==> config.mk <==
export PLATFORM = sky130hd
export DESIGN_NAME = smc_mac_lite
export DESIGN_NICKNAME = d
export VERILOG_FILES = /design/src/verilog/smc_size_pkg.sv /design/src/verilog/smc_state_pkg.sv /design/src/verilog/smc_access_count.sv /design/src/verilog/smc_read_assemble.sv /design/src/verilog/smc_write_lane.sv /design/src/verilog/smc_mac_lite.sv
export SDC_FILE = /design/constraint.sdc
export NUM_CORES = 1
export LEC_CHECK = 0
export BUFFER_PORTS_ARGS = -buffer_cell sky130_fd_sc_hd__buf_2
export CAP_MARGIN = 20
export CORE_MARGIN = 2
export CORE_UTILIZATION = 45
export CTS_BUF_LIST = sky130_fd_sc_hd__clkbuf_2
export DETAILED_ROUTE_END_ITERATION = 16
export PLACE_DENSITY = 0.83
export SYNTH_ARGS = -nofsm -noshare
export SYNTH_HDL_FRONTEND = slang
export SYNTH_SLANG_ARGS = --single-unit
==> constraint.sdc <==
create_clock -name sys_clk4 -period 2.2 [get_ports sys_clk4]
set_input_delay 0.11 -clock sys_clk4 [delete_from_list [all_inputs] [get_ports sys_clk4]]
set_output_delay 0.11 -clock sys_clk4 [all_outputs]
set_load 0.02 [all_outputs]
==> src/verilog/smc_size_pkg.sv <==
package smc_size_pkg;

  // width of the internal word and of the widest external bus
  localparam int data_width = 32;

  // size code, shared by transfer size and external bus size
  typedef logic [1:0] xfer_size_t;

  // transfer size codes, as presented with valid_access
  localparam xfer_size_t xsiz_8  = 2'd0;
  localparam xfer_size_t xsiz_16 = 2'd1;
  localparam xfer_size_t xsiz_32 = 2'd2;

  // external bus size codes, same values as the transfer codes
  localparam xfer_size_t bsiz_8  = 2'd0;
  localparam xfer_size_t bsiz_16 = 2'd1;
  localparam xfer_size_t bsiz_32 = 2'd2;

  // accesses still to come after the current one
  // 3 is the most a 32 bit transfer on an 8 bit bus needs
  typedef logic [1:0] access_cnt_t;

  //--------------------------------------------------------------------
  // one data word, seen either as byte lanes or as halfword lanes
  //--------------------------------------------------------------------
  // lane 0 is the least significant in both views
  // byte lanes carry 8 bit beats
  // halfword lanes carry 16 bit beats and the replicated results
  typedef union packed
  {
    logic [3:0][7:0]  bytes;   // bytes[3] = bits 31:24
    logic [1:0][15:0] halves;  // halves[1] = bits 31:16
  } data_word_u;

endpackage

==> src/verilog/smc_state_pkg.sv <==
package smc_state_pkg;

  // state code of the controller FSM, one hot
  // bit 4 belongs to states this block never looks at
  typedef logic [4:0] smc_state_t;

  //--------------------------------------------------------------------
  // states seen by the multiple access logic
  //--------------------------------------------------------------------
  localparam smc_state_t smc_idle  = 5'b00001;  // no transfer
  localparam smc_state_t smc_le    = 5'b00010;  // address latch enable
  localparam smc_state_t smc_rw    = 5'b00100;  // external read or write
  localparam smc_state_t smc_store = 5'b01000;  // read data store

  // the access counter only moves when the FSM goes on to another
  // external access, so leaving for store or idle holds it

endpackage

==> src/verilog/smc_access_count.sv <==
`timescale 1ns/100ps

module smc_access_count
#(
  parameter smc_size_pkg::xfer_size_t bus_size = smc_size_pkg::bsiz_8
)
(
  input  logic                       sys_clk4,
  input  logic                       n_sys_reset4,
  input  logic                       valid_access,   // address cycle of a new transfer
  input  smc_size_pkg::xfer_size_t   xfer_size,      // valid with valid_access
  input  logic                       smc_done,       // end of one external access
  input  smc_state_pkg::smc_state_t  smc_nextstate,
  output smc_size_pkg::xfer_size_t   r_xfer_size,    // stored transfer size
  output smc_size_pkg::access_cnt_t  r_num_access,   // accesses still to come
  output logic                       mac_done,       // current access is the last
  output smc_size_pkg::xfer_size_t   v_xfer_size     // size valid in every cycle
);

  import smc_size_pkg::*;
  import smc_state_pkg::*;

  access_cnt_t num_accesses;  // load value, accesses minus one
  xfer_size_t  size_diff;     // log2 of bus beats per transfer
  logic        next_access;   // access done and another follows

  //--------------------------------------------------------------------
  // store transfer size
  //--------------------------------------------------------------------
  always_ff @(posedge sys_clk4 or negedge n_sys_reset4)
  begin
    if (!n_sys_reset4)
      r_xfer_size <= xsiz_8;
    else if (valid_access)
      r_xfer_size <= xfer_size;
  end

  // live size in the address cycle, stored size after it
  assign v_xfer_size = valid_access ? xfer_size : r_xfer_size;

  //--------------------------------------------------------------------
  // number of accesses for this transfer
  //--------------------------------------------------------------------
  // transfer bytes over bus bytes, never less than one access
  assign size_diff = xfer_size - bus_size;

  always_comb
  begin
    num_accesses = 2'd0;            // one access
    if (xfer_size > bus_size)
    begin
      case (size_diff)
        2'd1:    num_accesses = 2'd1;  // two accesses
        default: num_accesses = 2'd3;  // four accesses
      endcase
    end
  end

  // count down only when the FSM heads into another access
  assign next_access = smc_done && (smc_nextstate != smc_store) &&
                       (smc_nextstate != smc_idle);

  always_ff @(posedge sys_clk4 or negedge n_sys_reset4)
  begin
    if (!n_sys_reset4)
      r_num_access <= 2'd0;
    else if (valid_access)
      r_num_access <= num_accesses;     // new transfer wins
    else if (next_access)
      r_num_access <= r_num_access - 2'd1;
  end

  // last access once the count is used up, also true when idle
  assign mac_done = (r_num_access == 2'd0);

endmodule

==> src/verilog/smc_read_assemble.sv <==
`timescale 1ns/100ps

module smc_read_assemble
#(
  parameter smc_size_pkg::xfer_size_t bus_size = smc_size_pkg::bsiz_8
)
(
  input  logic                                sys_clk4,
  input  logic                                n_sys_reset4,
  input  logic                                latch_data,    // external read data valid
  input  logic [smc_size_pkg::data_width-1:0] data_smc,      // external read data
  input  smc_size_pkg::xfer_size_t            r_xfer_size,   // stored transfer size
  input  smc_size_pkg::access_cnt_t           r_num_access,  // picks the beat lane
  output logic [smc_size_pkg::data_width-1:0] read_data      // word to the internal bus
);

  import smc_size_pkg::*;

  data_word_u held_word;    // beats of the transfer so far
  data_word_u beat;         // live beat from the external bus
  data_word_u merged_word;  // held word with the live beat dropped in
  data_word_u src_word;     // word the result is formed from
  xfer_size_t eff_size;     // width of the result before replication

  assign beat = data_smc;

  //--------------------------------------------------------------------
  // place the live beat in its lane
  //--------------------------------------------------------------------
  // lane number is the remaining count, so the first access of a
  // transfer lands in the most significant lane in use
  always_comb
  begin
    merged_word = held_word;
    case (bus_size)
      bsiz_8:
        merged_word.bytes[r_num_access] = beat.bytes[0];
      bsiz_16:
        merged_word.halves[r_num_access[0]] = beat.halves[0];
      default:
        merged_word = beat;           // whole word in one access
    endcase
  end

  // holding register, loads on every latched beat
  always_ff @(posedge sys_clk4 or negedge n_sys_reset4)
  begin
    if (!n_sys_reset4)
      held_word <= '0;
    else if (latch_data)
      held_word <= merged_word;
  end

  //--------------------------------------------------------------------
  // internal read word
  //--------------------------------------------------------------------
  // during the last latch cycle the live beat completes the word
  // combinationally, one cycle before the holding register has it
  assign src_word = latch_data ? merged_word : held_word;

  // a transfer narrower than the bus still returns a full bus beat
  assign eff_size = (r_xfer_size > bus_size) ? r_xfer_size : bus_size;

  always_comb
  begin
    case (eff_size)
      xsiz_8:
        read_data = {4{src_word.bytes[0]}};   // byte on every lane
      xsiz_16:
        read_data = {2{src_word.halves[0]}};  // halfword on both halves
      default:
        read_data = src_word;
    endcase
  end

  // 8 bit bus, 16 bit transfer:
  //   count 1 beat -> bytes[1], count 0 beat -> bytes[0]
  //   result halves[0] = {first, second}, replicated
  // 8 bit bus, 32 bit transfer:
  //   counts 3..0 fill bytes[3]..bytes[0], first beat on top
  // lanes above the transfer keep old data and are never shown

endmodule

==> src/verilog/smc_write_lane.sv <==
`timescale 1ns/100ps

module smc_write_lane
#(
  parameter smc_size_pkg::xfer_size_t bus_size = smc_size_pkg::bsiz_8
)
(
  input  logic [smc_size_pkg::data_width-1:0] write_data,    // held by the AHB side
  input  smc_size_pkg::access_cnt_t           r_num_access,  // picks the slice
  output logic [smc_size_pkg::data_width-1:0] smc_data       // data to the external bus
);

  import smc_size_pkg::*;

  data_word_u wr_word;  // write word split into lanes

  assign wr_word = write_data;

  //--------------------------------------------------------------------
  // slice for the current access
  //--------------------------------------------------------------------
  // remaining count doubles as lane number, highest lane goes first
  // narrow buses drive only the low lanes, the rest stay zero
  always_comb
  begin
    smc_data = '0;
    case (bus_size)
      bsiz_8:
        smc_data[7:0] = wr_word.bytes[r_num_access];        // count 3 -> 31:24
      bsiz_16:
        smc_data[15:0] = wr_word.halves[r_num_access[0]];   // count 1 -> 31:16
      default:
        smc_data = write_data;                              // full width bus
    endcase
  end

  // a narrow transfer on a wide bus has count 0 throughout
  // so it always sends the low lane of the write word

endmodule

==> src/verilog/smc_mac_lite.sv <==
`timescale 1ns/100ps

module smc_mac_lite
#(
  parameter smc_size_pkg::xfer_size_t bus_size = smc_size_pkg::bsiz_8
)
(
  input  logic                                sys_clk4,
  input  logic                                n_sys_reset4,    // async, active low
  input  logic                                valid_access,    // address cycle
  input  smc_size_pkg::xfer_size_t            xfer_size,       // with valid_access
  input  logic                                smc_done,        // access finished
  input  logic [smc_size_pkg::data_width-1:0] data_smc,        // external read data
  input  logic [smc_size_pkg::data_width-1:0] write_data,      // internal write data
  input  smc_state_pkg::smc_state_t           smc_nextstate,   // controller FSM
  input  logic                                latch_data,      // read beat valid
  output smc_size_pkg::access_cnt_t           r_num_access,    // access counter
  output logic                                mac_done,        // last access
  output smc_size_pkg::xfer_size_t            v_xfer_size,     // validated size
  output logic [smc_size_pkg::data_width-1:0] read_data,       // to internal bus
  output logic [smc_size_pkg::data_width-1:0] smc_data         // to external bus
);

  import smc_size_pkg::*;

  xfer_size_t r_xfer_size;  // stored size for the read path

  //--------------------------------------------------------------------
  // access counting
  //--------------------------------------------------------------------
  smc_access_count #(
    .bus_size      (bus_size)
  ) u_access_count (
    .sys_clk4      (sys_clk4),
    .n_sys_reset4  (n_sys_reset4),
    .valid_access  (valid_access),
    .xfer_size     (xfer_size),
    .smc_done      (smc_done),
    .smc_nextstate (smc_nextstate),
    .r_xfer_size   (r_xfer_size),
    .r_num_access  (r_num_access),
    .mac_done      (mac_done),
    .v_xfer_size   (v_xfer_size)
  );

  // read beats into one word
  smc_read_assemble #(
    .bus_size      (bus_size)
  ) u_read_assemble (
    .sys_clk4      (sys_clk4),
    .n_sys_reset4  (n_sys_reset4),
    .latch_data    (latch_data),
    .data_smc      (data_smc),
    .r_xfer_size   (r_xfer_size),
    .r_num_access  (r_num_access),
    .read_data     (read_data)
  );

  // write word split into beats, no storage needed
  smc_write_lane #(
    .bus_size      (bus_size)
  ) u_write_lane (
    .write_data    (write_data),
    .r_num_access  (r_num_access),
    .smc_data      (smc_data)
  );

endmodule

==> qor.csv <==
stage,metric,value,unit
run_status,status,finished clean,
route,DRT met1 WL,2540,µm
placed_design,Cells after DPL,380,
sta,relative slew slack,46.8,%
die,die span in y,77.6,µm
critical_path,CP max-delay cell,dfrtp_1,
die,die area,6020,µm²
clock_tree,Clock transition at path regs,0.20,ns
global_routing,global-route wire length before repair,8980,µm
clock_tree,clock tree sinks,36,
power_and_ir_drop,pwr/cell area,848,nW/µm²
sta,max frequency,465,MHz
yosys,Syn Std Cell Area,2440,µm²
worst_hold_path,Hold Crit Class,input port to flop,
clock_tree,Clock Path Buffers,2,
sta,Final Worst Setup Slack,0.0495,ns
critical_path,CP cell instances,"buf_4, ha_2, nand2_4, mux2_2, o21ba_2, buf_2",
yosys,"Seq/Total Area, Yosys",37.0,%
clock_tree,CTS tree,yes,
yosys,"FF+latch count, synth",36,
clock_tree,worst skew pair latency,0.38,ns
route,Top Layer Used,met4,
die,core area,5170,µm²
critical_path,CP Launch Type,flop,
power_and_ir_drop,Peak VDD IR,564,µV
sta,RSZ-0062 raised after global routing,true,
power_and_ir_drop,Static Leak,0.00164,µW
global_routing,grt total ovfl,0,
route,first-pass iteration count of the detailed router,4,
placed_design,cell area after placement,2860,µm²
layout,fraction of layout cells with a size suffix above 1,52.8,%
critical_path,Critical Path AT,2.04,ns
critical_path,CP top delay family,flip-flops,
yosys,syn avg cell area,10.6,µm²
die,Die W,77.6,µm
die,Placement Rows,26,
route,Routed WL,5790,µm
critical_path,worst path bufs/invs,2,
die,I/O pins,145,
route,DR iter-0 viols,87,
flow_run,Max-Cap Viols,0,
sta,setup violators final,0,
layout,filler-free cell count of the finished design,396,
route,vias per inst,5.01,
route,Remaining DRCs,0,
sta,Tcrit/Tclk final,97.7,%
layout,Layout area overhead,25.7,%
sta,Least-Margin Pin Slew,0.798,ns
sta,Max Slew Vio Count,0,
die,Initial Util,47.1,%
route,DR vias,1985,
route,Post-DRT Antenna Nets,0,
sta,Final min period,2.15,ns
yosys,Synth warnings,0,
sta,Final Hold Viols,0,
global_routing,GRT Resource Usage Total,18.9,%
critical_path,CP max FO,7,
placed_design,HPWL after DPL,4220,µm
clock_tree,TritonCTS Buffers,5,
critical_path,Critical Path RT,2.09,ns
critical_path,Worst setup EP type,primary output,
layout,# diodes,0,
route,DR WL/cell,14.6,µm
layout,Nets,406,
sta,Worst Skew,0.0249,ns
yosys,Mapped Cells,229,
global_routing,largest net degree at the start of global routing,37,
critical_path,"Worst Path Class, Setup",flop to primary output,
global_routing,vias in the first global route,1895,
critical_path,CP max stage delay,0.46,ns
global_routing,initial antenna violation count,0,
route,met2 WL,2910,µm
route,Met3 Wirelength,312,µm
layout,design area,3060,µm²
clock_tree,H-Tree Depth,2,
placed_design,Setup WS pre-CTS,0.256,ns
placed_design,GP Congestion,0.743,
yosys,Netlist cell types,38,
placed_design,port bufs,96,
clock_tree,clk root buf,clkbuf_2,
-- metrics by stage --
step	hold slack (ns)	util, %	power, µW	setup TNS [ns]
2_1_floorplan	-0.186	-	1970	0
4_1_cts	0.00256	57.5	2550	0
3_3_place_gp	0.239	55.3	2200	0
3_5_place_dp	0.245	55.3	2230	0
5_1_grt	0.0130	59.2	2760	-0.195
6_report	0.0229	59.2	2600	0
-- power breakdown --
part           total, µW  internal (µW)  leakage, µW  switching [µW]
logic               1340            561      0.00118             782
clock network        297           76.0    0.0000288             221
registers            960            853     0.000436             107
total               2600           1490      0.00164            1110
-- logic make-up after synthesis --
kind of cell | Yosys count | share of synthesized area [%]
compound gates | 64 | 19.9
xor+xnor | 2 | 0.719
fa+ha+maj | 4 | 2.05
buf+inv | 63 | 16.1
flops | 36 | 37.0
mux | 28 | 15.9
other cells | 1 | 0.154
simple gates | 31 | 8.21
-- area by class of cell --
type | count | area (µm²)
fill | 443 | 2110
multi-input combinational | 153 | 1360
sequential | 36 | 901
timing repair buffer | 111 | 608
tap | 70 | 87.6
inverter | 19 | 71.3
clock buffer | 6 | 30.0
clock inverter | 1 | 5.00
-- cells in the mapped netlist --
master    instances  area share, %
o32ai_1           1           0.36
nand2_1           3           0.46
xnor2_1           1           0.36
xor2_1            1           0.36
a221oi_1          3            1.1
mux4_2            8            7.4
a211oi_2          5            2.6
mux2_2            6            2.8
nand3b_1          1           0.31
buf_4            36             11
nor2_1            1           0.15
and3_1           13            3.3
a211oi_1         21            6.5
nand2_2           1           0.26
nor3_1            2           0.41
dfrtp_1          36             37
o31ai_1           1           0.31
nand2_4           2           0.92
a21o_2            3            1.1
o21ba_2           5            2.1
and3_2            3           0.92
nor4b_1           1           0.36
buf_6             2           0.92
a21o_1            8            2.5
a21oi_1          15            3.1
o21ai_0           1           0.21
conb_1            1           0.15
nor2b_1           1           0.26
inv_1            19            2.9
or4_1             1           0.31
mux2i_1          14            5.7
buf_1             1           0.15
nand2b_1          1           0.26
clkbuf_1          1           0.15
or2_1             1           0.26
ha_1              4            2.1
o22ai_1           1           0.26
buf_2             4           0.82
-- timing repair --
action	4_1_cts	5_1_grt
resized for setup	8	16
buffers inserted	0	5
hold buffers	4	0
setup endpoints to repair	27	24
pin swaps	1	3
endpoints found under the hold margin	38	0
-- sequential cells by signal, summed over array words and instances (netlist names) --
signal / count
u_read_assemble.held_word: 32
u_access_count.r_xfer_size: 2
u_access_count.r_num_access: 2
-- path summary, 6_finish.rpt --
check	slack, ns	to	from	cells after the start
setup / recovery	0.05	read_data[19]	u_access_count.r_num_access[1]$_DFFE_PN0P_	6
hold / removal	0.02	u_read_assemble.held_word[16]$_DFF_PN0_	data_smc[0]	2
setup reg to reg	0.15	u_access_count.r_num_access[1]$_DFFE_PN0P_	u_access_count.r_num_access[1]$_DFFE_PN0P_	5
hold reg to reg	0.50	u_read_assemble.held_word[25]$_DFF_PN0_	u_read_assemble.held_word[25]$_DFF_PN0_	1
max in group asynchronous	1.36	u_read_assemble.held_word[5]$_DFF_PN0_	n_sys_reset4	2
min in group asynchronous	0.32	u_read_assemble.held_word[7]$_DFF_PN0_	n_sys_reset4	2
-- worst register-to-register path: cells and delay by family, from the launching register on --
| family | cells | cell delay (ns) |
|---|---|---|
| simple gates | 1 | 0.52 |
| compound gates | 2 | 0.23 |
| buf+inv | 2 | 0.76 |
| flops | 1 | 0.46 |
-- routing by layer --
| layer | up-vias | track usage (%) |
|---|---|---|
| met4 | 0 | 5.71 |
| met3 | 5 | 4.42 |
| met1 | 936 | 23.8 |
| met5 | - | 0 |
| li1 | 968 | - |
| met2 | 76 | 32.3 |
-- layout by cell type (no fill, tap or decap), types with 3 or more instances in the layout --
cell type      instances
buf_2                 94
dfrtp_1               36
conb_1                24
inv_1                 17
a21oi_1               15
a211oi_2              14
and3_1                13
buf_4                 13
a211oi_1              12
mux2i_1                9
mux4_2                 8
a21o_1                 8
clkbuf_2               6
mux2_2                 5
o21ba_2                5
mux2i_2                5
dlygate4sd3_1          4
nand2_4                3
a221oi_2               3
and3_2                 3
a21o_2                 3
ha_2                   3
Power figures use the tool's default switching activity.
